## src/hdl/cpu_pkg.sv

```systemverilog
`default_nettype none

package cpu_pkg;

    // first fetch address after reset
    localparam logic [31:0] RESET_PC = 32'hbfc0_0000;

    // primary opcodes
    localparam logic [5:0] OP_SPECIAL = 6'h00;
    localparam logic [5:0] OP_J       = 6'h02;
    localparam logic [5:0] OP_BEQ     = 6'h04;
    localparam logic [5:0] OP_BNE     = 6'h05;
    localparam logic [5:0] OP_ADDIU   = 6'h09;
    localparam logic [5:0] OP_SLTI    = 6'h0a;
    localparam logic [5:0] OP_ANDI    = 6'h0c;
    localparam logic [5:0] OP_ORI     = 6'h0d;
    localparam logic [5:0] OP_XORI    = 6'h0e;
    localparam logic [5:0] OP_LUI     = 6'h0f;
    localparam logic [5:0] OP_LW      = 6'h23;
    localparam logic [5:0] OP_SW      = 6'h2b;

    // funct codes under OP_SPECIAL
    localparam logic [5:0] FN_SLL  = 6'h00;
    localparam logic [5:0] FN_SRL  = 6'h02;
    localparam logic [5:0] FN_ADDU = 6'h21;
    localparam logic [5:0] FN_SUBU = 6'h23;
    localparam logic [5:0] FN_AND  = 6'h24;
    localparam logic [5:0] FN_OR   = 6'h25;
    localparam logic [5:0] FN_XOR  = 6'h26;
    localparam logic [5:0] FN_SLT  = 6'h2a;

    typedef enum logic [3:0] {
        ALU_ADD,
        ALU_SUB,
        ALU_AND,
        ALU_OR,
        ALU_XOR,
        ALU_SLT,
        ALU_SLL,
        ALU_SRL,
        ALU_LUI
    } alu_op_t;

    // one instruction word, three field layouts
    typedef union packed {
        struct packed {
            logic [5:0] op;
            logic [4:0] rs;
            logic [4:0] rt;
            logic [4:0] rd;
            logic [4:0] shamt;
            logic [5:0] funct;
        } r;
        struct packed {
            logic [5:0]  op;
            logic [4:0]  rs;
            logic [4:0]  rt;
            logic [15:0] imm;
        } i;
        struct packed {
            logic [5:0]  op;
            logic [25:0] target;
        } j;
    } instr_t;

endpackage

`default_nettype wire

```

## src/hdl/sram_if.sv

```systemverilog
`timescale 1ns/1ps
`default_nettype none

// one sram port, read data valid the cycle after en
interface sram_if;
    logic        en;
    logic [3:0]  wen;
    logic [31:0] addr;
    logic [31:0] wdata;
    logic [31:0] rdata;

    // core side issues the request
    modport master (output en, output wen, output addr, output wdata, input rdata);
    // memory side returns the word
    modport slave (input en, input wen, input addr, input wdata, output rdata);
endinterface

`default_nettype wire

```

## src/hdl/wb_if.sv

```systemverilog
`timescale 1ns/1ps
`default_nettype none

// writeback bundle, feeds regfile write port and debug outputs
interface wb_if;
    logic [31:0] pc;
    logic [3:0]  wen;
    logic [4:0]  wnum;
    logic [31:0] wdata;

    // driven from the W stage
    modport source (output pc, output wen, output wnum, output wdata);
    // regfile and debug ports
    modport sink (input pc, input wen, input wnum, input wdata);
endinterface

`default_nettype wire

```

## src/hdl/alu.sv

```systemverilog
`timescale 1ns/1ps
`default_nettype none

module alu
    import cpu_pkg::*;
(
    input  alu_op_t     op,
    input  logic [31:0] a,
    input  logic [31:0] b,
    input  logic [4:0]  shamt,
    output logic [31:0] y
);

    always_comb begin
        case (op)
            ALU_ADD: y = a + b;
            ALU_SUB: y = a - b;
            ALU_AND: y = a & b;
            ALU_OR:  y = a | b;
            ALU_XOR: y = a ^ b;
            // signed compare, result in bit 0
            ALU_SLT: y = {31'b0, $signed(a) < $signed(b)};
            // shifts take rt, amount from the shamt field
            ALU_SLL: y = b << shamt;
            ALU_SRL: y = b >> shamt;
            // immediate into the upper half
            ALU_LUI: y = {b[15:0], 16'h0000};
            default: y = a + b;
        endcase
    end

endmodule

`default_nettype wire

```

## src/hdl/regfile.sv

```systemverilog
`timescale 1ns/1ps
`default_nettype none

module regfile (
    input  logic        clk,
    input  logic        rst_n,
    input  logic [4:0]  ra1,
    input  logic [4:0]  ra2,
    output logic [31:0] rd1,
    output logic [31:0] rd2,
    wb_if.sink          wb
);

    logic [31:0] regs [32];

    // write at the edge, r0 never stored
    always_ff @(posedge clk) begin
        if (wb.wen != 4'h0 && wb.wnum != 5'd0) begin
            regs[wb.wnum] <= wb.wdata;
        end
    end

    // async reads, r0 hardwired to zero
    assign rd1 = (ra1 == 5'd0) ? 32'h0 : regs[ra1];
    assign rd2 = (ra2 == 5'd0) ? 32'h0 : regs[ra2];

    // W stage must never request a write to r0
    assert property (@(posedge clk) disable iff (!rst_n)
        (wb.wen != 4'h0) |-> (wb.wnum != 5'd0))
        else $error("regfile: write enable with wnum zero");

endmodule

`default_nettype wire

```

## src/hdl/decoder.sv

```systemverilog
`timescale 1ns/1ps
`default_nettype none

module decoder
    import cpu_pkg::*;
(
    input  instr_t  instr,
    output alu_op_t alu_op,
    output logic    use_imm,
    output logic    imm_zero_ext,
    output logic    reg_write,
    output logic    dst_rt,
    output logic    is_load,
    output logic    is_store,
    output logic    is_beq,
    output logic    is_bne,
    output logic    is_j
);

    always_comb begin
        // defaults give a nop
        alu_op       = ALU_ADD;
        use_imm      = 1'b0;
        imm_zero_ext = 1'b0;
        reg_write    = 1'b0;
        dst_rt       = 1'b0;
        is_load      = 1'b0;
        is_store     = 1'b0;
        is_beq       = 1'b0;
        is_bne       = 1'b0;
        is_j         = 1'b0;
        case (instr.r.op)
            OP_SPECIAL: begin
                // r-type writes rd
                reg_write = 1'b1;
                case (instr.r.funct)
                    FN_ADDU: alu_op = ALU_ADD;
                    FN_SUBU: alu_op = ALU_SUB;
                    FN_AND:  alu_op = ALU_AND;
                    FN_OR:   alu_op = ALU_OR;
                    FN_XOR:  alu_op = ALU_XOR;
                    FN_SLT:  alu_op = ALU_SLT;
                    FN_SLL:  alu_op = ALU_SLL;
                    FN_SRL:  alu_op = ALU_SRL;
                    // unknown funct stays a nop
                    default: reg_write = 1'b0;
                endcase
            end
            OP_ADDIU, OP_SLTI, OP_ANDI, OP_ORI, OP_XORI, OP_LUI: begin
                // i-type arithmetic writes rt
                use_imm   = 1'b1;
                reg_write = 1'b1;
                dst_rt    = 1'b1;
                case (instr.i.op)
                    OP_SLTI: alu_op = ALU_SLT;
                    OP_ANDI: alu_op = ALU_AND;
                    OP_ORI:  alu_op = ALU_OR;
                    OP_XORI: alu_op = ALU_XOR;
                    OP_LUI:  alu_op = ALU_LUI;
                    default: alu_op = ALU_ADD;
                endcase
                // logic immediates are zero extended
                imm_zero_ext = (instr.i.op == OP_ANDI) || (instr.i.op == OP_ORI) ||
                               (instr.i.op == OP_XORI);
            end
            OP_LW: begin
                use_imm   = 1'b1;
                reg_write = 1'b1;
                dst_rt    = 1'b1;
                is_load   = 1'b1;
            end
            OP_SW: begin
                use_imm  = 1'b1;
                is_store = 1'b1;
            end
            OP_BEQ: is_beq = 1'b1;
            OP_BNE: is_bne = 1'b1;
            OP_J:   is_j   = 1'b1;
            default: ;
        endcase
    end

endmodule

`default_nettype wire

```

## src/hdl/datapath.sv

```systemverilog
`timescale 1ns/1ps
`default_nettype none

module datapath
    import cpu_pkg::*;
(
    input  logic        clk,
    input  logic        rst_n,
    sram_if.master      imem,
    sram_if.master      dmem,
    wb_if.source        wb,
    output logic [4:0]  ra1,
    output logic [4:0]  ra2,
    input  logic [31:0] rd1,
    input  logic [31:0] rd2
);

    // F stage
    logic [31:0] pc;
    logic [31:0] pc_next;

    // E stage takes its word straight from imem
    logic [31:0] e_pc;
    logic        e_valid;
    instr_t      e_instr;
    alu_op_t     alu_op;
    logic        use_imm;
    logic        imm_zero_ext;
    logic        reg_write;
    logic        dst_rt;
    logic        is_load;
    logic        is_store;
    logic        is_beq;
    logic        is_bne;
    logic        is_j;
    logic [31:0] src_a;
    logic [31:0] src_b;
    logic [31:0] imm_ext;
    logic [31:0] alu_y;
    logic [31:0] slot_pc;
    logic [31:0] br_target;
    logic [31:0] j_target;
    logic        taken;
    logic [4:0]  e_dst;
    logic        e_wr;

    // W stage
    logic [31:0] w_pc;
    logic [4:0]  w_dst;
    logic [31:0] w_result;
    logic        w_is_load;
    logic        w_valid;
    logic [31:0] w_data;

    // bubble after reset decodes as sll r0 which is a nop
    assign e_instr = e_valid ? instr_t'(imem.rdata) : instr_t'(32'h0);

    decoder u_decoder (
        .instr        (e_instr),
        .alu_op       (alu_op),
        .use_imm      (use_imm),
        .imm_zero_ext (imm_zero_ext),
        .reg_write    (reg_write),
        .dst_rt       (dst_rt),
        .is_load      (is_load),
        .is_store     (is_store),
        .is_beq       (is_beq),
        .is_bne       (is_bne),
        .is_j         (is_j)
    );

    assign ra1 = e_instr.r.rs;
    assign ra2 = e_instr.r.rt;

    // W result or load data bypasses the regfile
    assign w_data = w_is_load ? dmem.rdata : w_result;
    assign src_a  = (w_valid && w_dst == e_instr.r.rs) ? w_data : rd1;
    assign src_b  = (w_valid && w_dst == e_instr.r.rt) ? w_data : rd2;

    assign imm_ext = imm_zero_ext ? {16'h0000, e_instr.i.imm}
                                  : {{16{e_instr.i.imm[15]}}, e_instr.i.imm};

    alu u_alu (
        .op    (alu_op),
        .a     (src_a),
        .b     (use_imm ? imm_ext : src_b),
        .shamt (e_instr.r.shamt),
        .y     (alu_y)
    );

    // pc already points at the delay slot while a branch sits in E
    assign slot_pc   = e_pc + 32'd4;
    assign br_target = slot_pc + {{14{e_instr.i.imm[15]}}, e_instr.i.imm, 2'b00};
    assign j_target  = {slot_pc[31:28], e_instr.j.target, 2'b00};
    assign taken     = is_j || (is_beq && src_a == src_b) || (is_bne && src_a != src_b);
    assign pc_next   = !taken ? pc + 32'd4 : (is_j ? j_target : br_target);

    assign e_dst = dst_rt ? e_instr.r.rt : e_instr.r.rd;
    assign e_wr  = reg_write && e_dst != 5'd0;

    // fetch port always reads
    assign imem.en    = 1'b1;
    assign imem.wen   = 4'h0;
    assign imem.addr  = pc;
    assign imem.wdata = 32'h0;

    // data access issued from E with load data landing in W
    assign dmem.en    = is_load || is_store;
    assign dmem.wen   = is_store ? 4'hf : 4'h0;
    assign dmem.addr  = alu_y;
    assign dmem.wdata = src_b;

    always_ff @(posedge clk or negedge rst_n) begin
        if (!rst_n) begin
            pc      <= RESET_PC;
            e_valid <= 1'b0;
            w_valid <= 1'b0;
        end else begin
            pc      <= pc_next;
            e_valid <= 1'b1;
            w_valid <= e_wr;
        end
    end

    // stage payload qualified by the valid bits
    always_ff @(posedge clk) begin
        e_pc      <= pc;
        w_pc      <= e_pc;
        w_dst     <= e_dst;
        w_result  <= alu_y;
        w_is_load <= is_load;
    end

    assign wb.pc    = w_pc;
    assign wb.wen   = {4{w_valid}};
    assign wb.wnum  = w_dst;
    assign wb.wdata = w_data;

    // word accesses only
    assert property (@(posedge clk) disable iff (!rst_n)
        dmem.en |-> (dmem.addr[1:0] == 2'b00))
        else $error("datapath: unaligned data address");

endmodule

`default_nettype wire

```

## src/hdl/mycpu_top.sv

```systemverilog
`timescale 1ns/1ps
`default_nettype none

module mycpu_top (
    input  logic        clk,
    input  logic        rst_n,
    // instruction sram
    output logic        inst_sram_en,
    output logic [3:0]  inst_sram_wen,
    output logic [31:0] inst_sram_addr,
    output logic [31:0] inst_sram_wdata,
    input  logic [31:0] inst_sram_rdata,
    // data sram
    output logic        data_sram_en,
    output logic [3:0]  data_sram_wen,
    output logic [31:0] data_sram_addr,
    output logic [31:0] data_sram_wdata,
    input  logic [31:0] data_sram_rdata,
    // writeback trace
    output logic [31:0] debug_wb_pc,
    output logic [3:0]  debug_wb_rf_wen,
    output logic [4:0]  debug_wb_rf_wnum,
    output logic [31:0] debug_wb_rf_wdata
);

    sram_if imem ();
    sram_if dmem ();
    wb_if   wb ();

    logic [4:0]  ra1;
    logic [4:0]  ra2;
    logic [31:0] rd1;
    logic [31:0] rd2;

    datapath u_datapath (
        .clk   (clk),
        .rst_n (rst_n),
        .imem  (imem.master),
        .dmem  (dmem.master),
        .wb    (wb.source),
        .ra1   (ra1),
        .ra2   (ra2),
        .rd1   (rd1),
        .rd2   (rd2)
    );

    // same wb bundle drives the write port and the trace
    regfile u_regfile (
        .clk   (clk),
        .rst_n (rst_n),
        .ra1   (ra1),
        .ra2   (ra2),
        .rd1   (rd1),
        .rd2   (rd2),
        .wb    (wb.sink)
    );

    assign inst_sram_en    = imem.en;
    assign inst_sram_wen   = imem.wen;
    assign inst_sram_addr  = imem.addr;
    assign inst_sram_wdata = imem.wdata;
    assign imem.rdata      = inst_sram_rdata;

    assign data_sram_en    = dmem.en;
    assign data_sram_wen   = dmem.wen;
    assign data_sram_addr  = dmem.addr;
    assign data_sram_wdata = dmem.wdata;
    assign dmem.rdata      = data_sram_rdata;

    assign debug_wb_pc       = wb.pc;
    assign debug_wb_rf_wen   = wb.wen;
    assign debug_wb_rf_wnum  = wb.wnum;
    assign debug_wb_rf_wdata = wb.wdata;

endmodule

`default_nettype wire

```

## config.mk

```make
export PLATFORM = sky130hd
export DESIGN_NAME = mycpu_top
export DESIGN_NICKNAME = d
export VERILOG_FILES = /design/src/hdl/cpu_pkg.sv /design/src/hdl/sram_if.sv /design/src/hdl/wb_if.sv /design/src/hdl/alu.sv /design/src/hdl/regfile.sv /design/src/hdl/decoder.sv /design/src/hdl/datapath.sv /design/src/hdl/mycpu_top.sv
export SDC_FILE = /design/constraint.sdc
export NUM_CORES = 2
export LEC_CHECK = 0
export BUFFER_PORTS_ARGS = -buffer_cell sky130_fd_sc_hd__buf_2
export CORE_AREA = 3 3 297 591
export DETAILED_ROUTE_END_ITERATION = 16
export DIE_AREA = 0 0 300 594
export GPL_TIMING_DRIVEN = 0
export PLACE_DENSITY_LB_ADDON = 0.1
export SYNTH_ARGS = -nofsm -noshare
export SYNTH_HDL_FRONTEND = slang
export SYNTH_SLANG_ARGS = --single-unit
```

## constraint.sdc

```tcl
create_clock -name clk -period 11.08 [get_ports clk]
set_input_delay 2.216 -clock clk [delete_from_list [all_inputs] [get_ports clk]]
set_output_delay 2.216 -clock clk [all_outputs]
set_load 0.02 [all_outputs]
```

==> metrics.md, run 1 <==
| Metric | Value |
|---|---|
| Most frequent cell after synthesis | `edfxtp_1` |
| Synth top area cells | `edfxtp_1 46%, mux2i_1 7.4%, dfxtp_1 3.1%, mux2_2 2.5%, mux4_2 2.4%` |
| Syn avg cell area | `11.2 sq um` |
| Number of H-tree levels | `3` |
| Die Y-Extent | `594 um` |
| Outcome | `aborted with a tool error` |
| Tool error | `[ERROR GRT-0116] Global routing finished with congestion. Check the congestion regions in the DRC Viewer.` |
| GR Util All Layers | `67.6%` |
| Failed at | `global routing (5_1_grt)` |
| Place WS | `-3650 ps` |
| Synth area leader | `edfxtp_1` |
| Starting Density | `38.8%` |
| Synthesized area | `66600 sq um` |
| Dominant synthesized flop cell | `edfxtp_1` |
| Area post-placement | `73300 sq um` |
| Dpl hpwl | `390000 um` |
| Synth cell count leaders | `1021 x edfxtp_1, 491 x mux2i_1, 431 x nand2_1` |
| Inserted Clock Buffers | `110` |
| Synth cell types | `105` |
| GP Congestion | `1.16` |
| Die Wd | `300 um` |
| Top cell type's share of synthesized area | `46.1%` |
| First-pass GRT wire length | `820000 um` |
| Vias in the first global route | `74300` |
| FF+latch count, synth | `1157` |
| I/O Buffers | `233` |
| Cells after Synth | `5954` |
| Clock Path Buffers | `3` |
| Hold_buf cts | `0` |
| GR Overflow Total | `619` |
| Number of synthesized flops with an enable pin | `1021` |
| Register area share after synthesis | `50.4%` |
| Row Count | `215` |
| Largest net degree at the start of global routing | `37` |
| CTS Sinks | `1157` |
| Top Ports | `277` |
| Clock root buffer | `clkbuf_16` |
| Ys async rst share | `2.94%` |
| Synth Warn # | `0` |
cells by family after synthesis:
| family | synth area share [%] |
|---|---|
| multiplexers | 12.4 |
| flip-flops | 50.4 |
| other | 0.0113 |
| XOR/XNOR | 1.71 |
| AO/OA/AOI/OAI | 18.5 |
| AND/OR/NAND/NOR | 9.80 |
| buffers and inverters | 4.69 |
| adder cells (fa/ha/maj) | 2.48 |
what timing repair did:
item / in CTS
pin swaps: 21
setup buffers: 43
endpoints found under the setup margin: 39
gates resized for setup: 584
cloned: 2
per-stage QoR:
stage	instances	TNS, ps	hold WS [ps]
after global placement	8530	-198510	344
after CTS	8880	-396	357
after detailed placement	8639	-106920	340
after floorplan	6019	0	331
layer usage:
metal,global-route usage (%),GRT overflow
met5,21.2,0
met4,67.7,243
met3,48.2,16
met2,86.9,351
met1,67.2,9
==> inputs of run 2 (changes only) <==
Settings changed: CORE_AREA 3 3 297 591 to 3 3 531 533, DIE_AREA 0 0 300 594 to 0 0 534 536, PLACE_DENSITY_LB_ADDON 0.1 to 0.15.
==> metrics.md, run 2 <==
| Metric | Value |
|---|---|
| Detailed-route wire length | `527000 um` |
| TritonCTS clock tree | `done` |
| Clock Skew | `105 ps` |
| Final Max Slew Viols | `14` |
| Register area share after synthesis | `50.4% (unchanged)` |
| Synth cell count leaders | `1021 x edfxtp_1, 491 x mux2i_1, 431 x nand2_1` |
| Syn avg cell area | `11.2 sq um (unchanged)` |
| Vias | `67300` |
| Vias per inst | `6.43` |
| Vias in the first global route | `60300` |
| GR Util All Layers | `35.3%` |
| Setup crit start kind | `input port` |
| Layout area overhead | `26.5%` |
| Die footprint | `286000 sq um` |
| GP Congestion | `1.05 (-9.8%)` |
| FF+latch count, synth | `1157 (unchanged)` |
| IR drop worst, VDD | `0.111 mV` |
| Post-route clock period utilization | `102%` |
| Synth top area cells | `edfxtp_1 46%, mux2i_1 7.4%, dfxtp_1 3.1%, mux2_2 2.5%, mux4_2 2.4%` |
| Die Y-Extent | `536 um (-9.8%)` |
| Dpl hpwl | `379000 um (-2.8%)` |
| Pleak | `0.0303 uW` |
| Hold WC Path Type | `flip-flop to flip-flop` |
| Clock Path Buffers | `4 (+1)` |
| Antenna violations before repair | `87` |
| Initial DRC Count | `12700` |
| Crit-path leading delay family | `compound AO/OA/AOI/OAI gates` |
| Setup TNS | `-1150 ps` |
| Stages on the worst setup path | `17` |
| Skew-Pair Late Insertion Delay | `900 ps` |
| Clock root buffer | `clkbuf_16` |
| Final Util | `30.4%` |
| Hold_buf cts | `0 (unchanged)` |
| Worst R2R Start | `u_datapath.e_valid` |
| DRT Pass-1 Iters | `7` |
| Top cell type's share of synthesized area | `46.1% (unchanged)` |
| Number of synthesized flops with an enable pin | `1021 (unchanged)` |
| Number of H-tree levels | `4 (+1)` |
| Synth area leader | `edfxtp_1` |
| Most frequent cell after synthesis | `edfxtp_1` |
| Row Count | `193 (-10%)` |
| Failing checks | `capacitance limit, slew limit, setup timing` |
| Fillers | `28500` |
| Ys async rst share | `2.94% (unchanged)` |
| Cells after Synth | `5954 (unchanged)` |
| Final setup viols | `13` |
| CP Data Arrival Time | `9090 ps` |
| Core Region | `277000 sq um` |
| Final instance area | `84200 sq um` |
| Starting Density | `24.0% (-15 points)` |
| I/O Buffers | `233 (unchanged)` |
| RSZ-0062 raised after global routing | `no` |
| Fraction of final layout cells sized beyond drive strength 1 | `22.8%` |
| Synth Warn # | `0 (unchanged)` |
| GR Overflow Total | `0` |
| Number of max-cap violations | `4` |
| Worst-margin pin slew | `1700 ps` |
| Final nets | `6809` |
| Synth cell types | `105 (unchanged)` |
| CTS Sinks | `1157 (unchanged)` |
| Critical Path Slowest Stage Cell | `o22a_1` |
| Dominant synthesized flop cell | `edfxtp_1` |
| Sequential cell area | `33600 sq um` |
| Pwr Density | `186 nW/um^2` |
| CP Cell Sequence | `buf_12 > nand2_1 > buf_6 > buf_2 > clkbuf_2 > buf_16 > o22ai_1 > a211oi_1 > o22a_1 > a31oi_1 > a21oi_2 > a21oi_1 > mux2_2 > o21ai_1 > a222oi_1 > a32oi_1 > buf_2` |
| Area post-placement | `75400 sq um (+2.8%)` |
| Setup ws final | `-225 ps` |
| Outcome | `complete, but fails checks` |
| Hold path cells | `0` |
| Largest net degree at the start of global routing | `37` |
| Die Wd | `534 um (+78%)` |
| Drt drc | `0` |
| R2R cell count | `23` |
| Final Hold Vio Count | `0` |
| Crit path top cell by count | `buf_2` |
| Footprint of the multi-input gates | `31800 sq um` |
| Most frequent cells in the layout | `1021 x edfxtp_1, 481 x mux2i_1, 420 x nand2_1` |
| CP Max Fanout | `10` |
| Reg with most FFs | `u_regfile.regs` |
| Max Clock Freq | `88.5 MHz` |
| First-pass GRT wire length | `658000 um` |
| CTS clk-pin slew, worst paths | `50 ps` |
| Critical path launch point | `inst_sram_rdata[16]` |
| Critical path buffers and inverters | `6` |
| Max FFs per register | `1021` |
| Most common cell after layout, fill and taps aside | `edfxtp_1` |
| Inserted Clock Buffers | `150 (+36%)` |
| Slew HR | `-14.6%` |
| WL per Instance | `50.4 um` |
| CP Capture Type | `output port` |
| Min-delay src | `u_datapath.e_pc[7]` |
| Synthesized area | `66600 sq um (unchanged)` |
| Critical Path RT | `8860 ps` |
| WS Path Type | `input port to output port` |
| Top Ports | `277 (unchanged)` |
| Antenna Nets Post-Route | `0` |
| Final min period | `11300 ps` |
| CP max stage delay | `800 ps` |
-- run 2: cell counts after synthesis --
Identical to the previous run, type by type.
-- run 2: final cells by class --
type                    instances  area share [%]
multi-input cells            4181            37.7
repair inverters                4          0.0238
plain buffers                 481            5.15
flip-flops and latches       1157            39.9
clock buffers                 181            4.64
clock inverters                72           0.898
diodes                         51           0.152
repair buffers                452            5.15
well taps                    3705            5.51
inverters                     186           0.859
-- run 2: path summary, 6_finish.rpt --
kind,end,slack (ps)
worst max register to register,u_datapath.imem.addr[30],1820
max in group asynchronous,u_datapath.e_valid,8860
worst min register to register,u_datapath.wb.pc[7],350
min in group asynchronous,u_datapath.w_valid,1550
worst max-delay path,data_sram_addr[9],-220
worst min-delay path,u_datapath.wb.pc[7],350
-- run 2: cells by family (layout without fill, tap and decap cells) --
| logic type | after synthesis | after routing | share of synthesized area [%] |
|---|---|---|---|
| AOI/OAI and AO/OA | 1765 | 1765 | 18.5 |
| and+or+nand+nor | 1374 | 1374 | 9.80 |
| DFF | 1157 | 1157 | 50.4 |
| muxes | 715 | 715 | 12.4 |
| buffers and inverters | 681 | 1376 | 4.69 |
| adders and majority gates | 130 | 130 | 2.48 |
| xor gates and xnor gates | 130 | 130 | 1.71 |
| other | 2 | 118 | 0.0113 |
-- run 2: worst register-to-register path, stage by stage, from the launching register on --
cell and delay, ps:
dfrtp_4 590, buf_4 390, buf_4 390, buf_2 530, buf_4 550, buf_6 440, buf_4 400, nand2_1 420
inv_1 480, buf_1 770, clkbuf_1 590, clkbuf_1 590, ha_1 410, a21o_1 180, a21oi_1 160, o21ai_0 120
o2bb2ai_1 160, o41ai_1 580, o21ai_0 330, a211o_1 330, a21oi_1 190, xor2_1 160, a21oi_1 90, mux2_1 310
-- run 2: what timing repair did --
action / in CTS / in global routing
pin swaps: 26 / 31
buffers inserted: 46 / 51
gates resized for setup: 614 / 258
endpoints found under the hold margin: 0 / 0
setup endpoints to repair: 34 / 17
gates cloned: 3 / 1
-- run 2: layer usage --
layer | GRT usage, % | part of all wire [%] | vias up | wire (um)
met4 | 27.4 | 9.8 | 34 | 51600
met1 | 41.6 | 36 | 34200 | 191000
met3 | 15.7 | 14 | 2038 | 73500
met5 | 1.08 | 0.12 | - | 621
li1 | - | - | 24500 | -
met2 | 49.8 | 40 | 6524 | 211000
-- run 2: stage by stage --
stage | instances | hold WS (ps) | worst slack (ps) | total power (uW)
3_5_place_dp | 10100 | 343 | -3390 | 10200
2_1_floorplan | 6019 | 331 | 1540 | 7880
3_3_place_gp | 9957 | 344 | -5780 | 10100
6_report | 10500 | 354 | -225 | 15600
4_1_cts | 10400 | 356 | -68.4 | 15300
5_1_grt | 10400 | 368 | 1.81 | 15900
-- run 2: power by group --
group          internal (uW)  switching, uW  leakage, uW  total (uW)
logic                   1360           3720       0.0176        5080
clock network           2820           2130      0.00226        4950
registers               5400            216       0.0105        5620
total                   9580           6060       0.0303       15600
(Power assumes the default switching activity.)
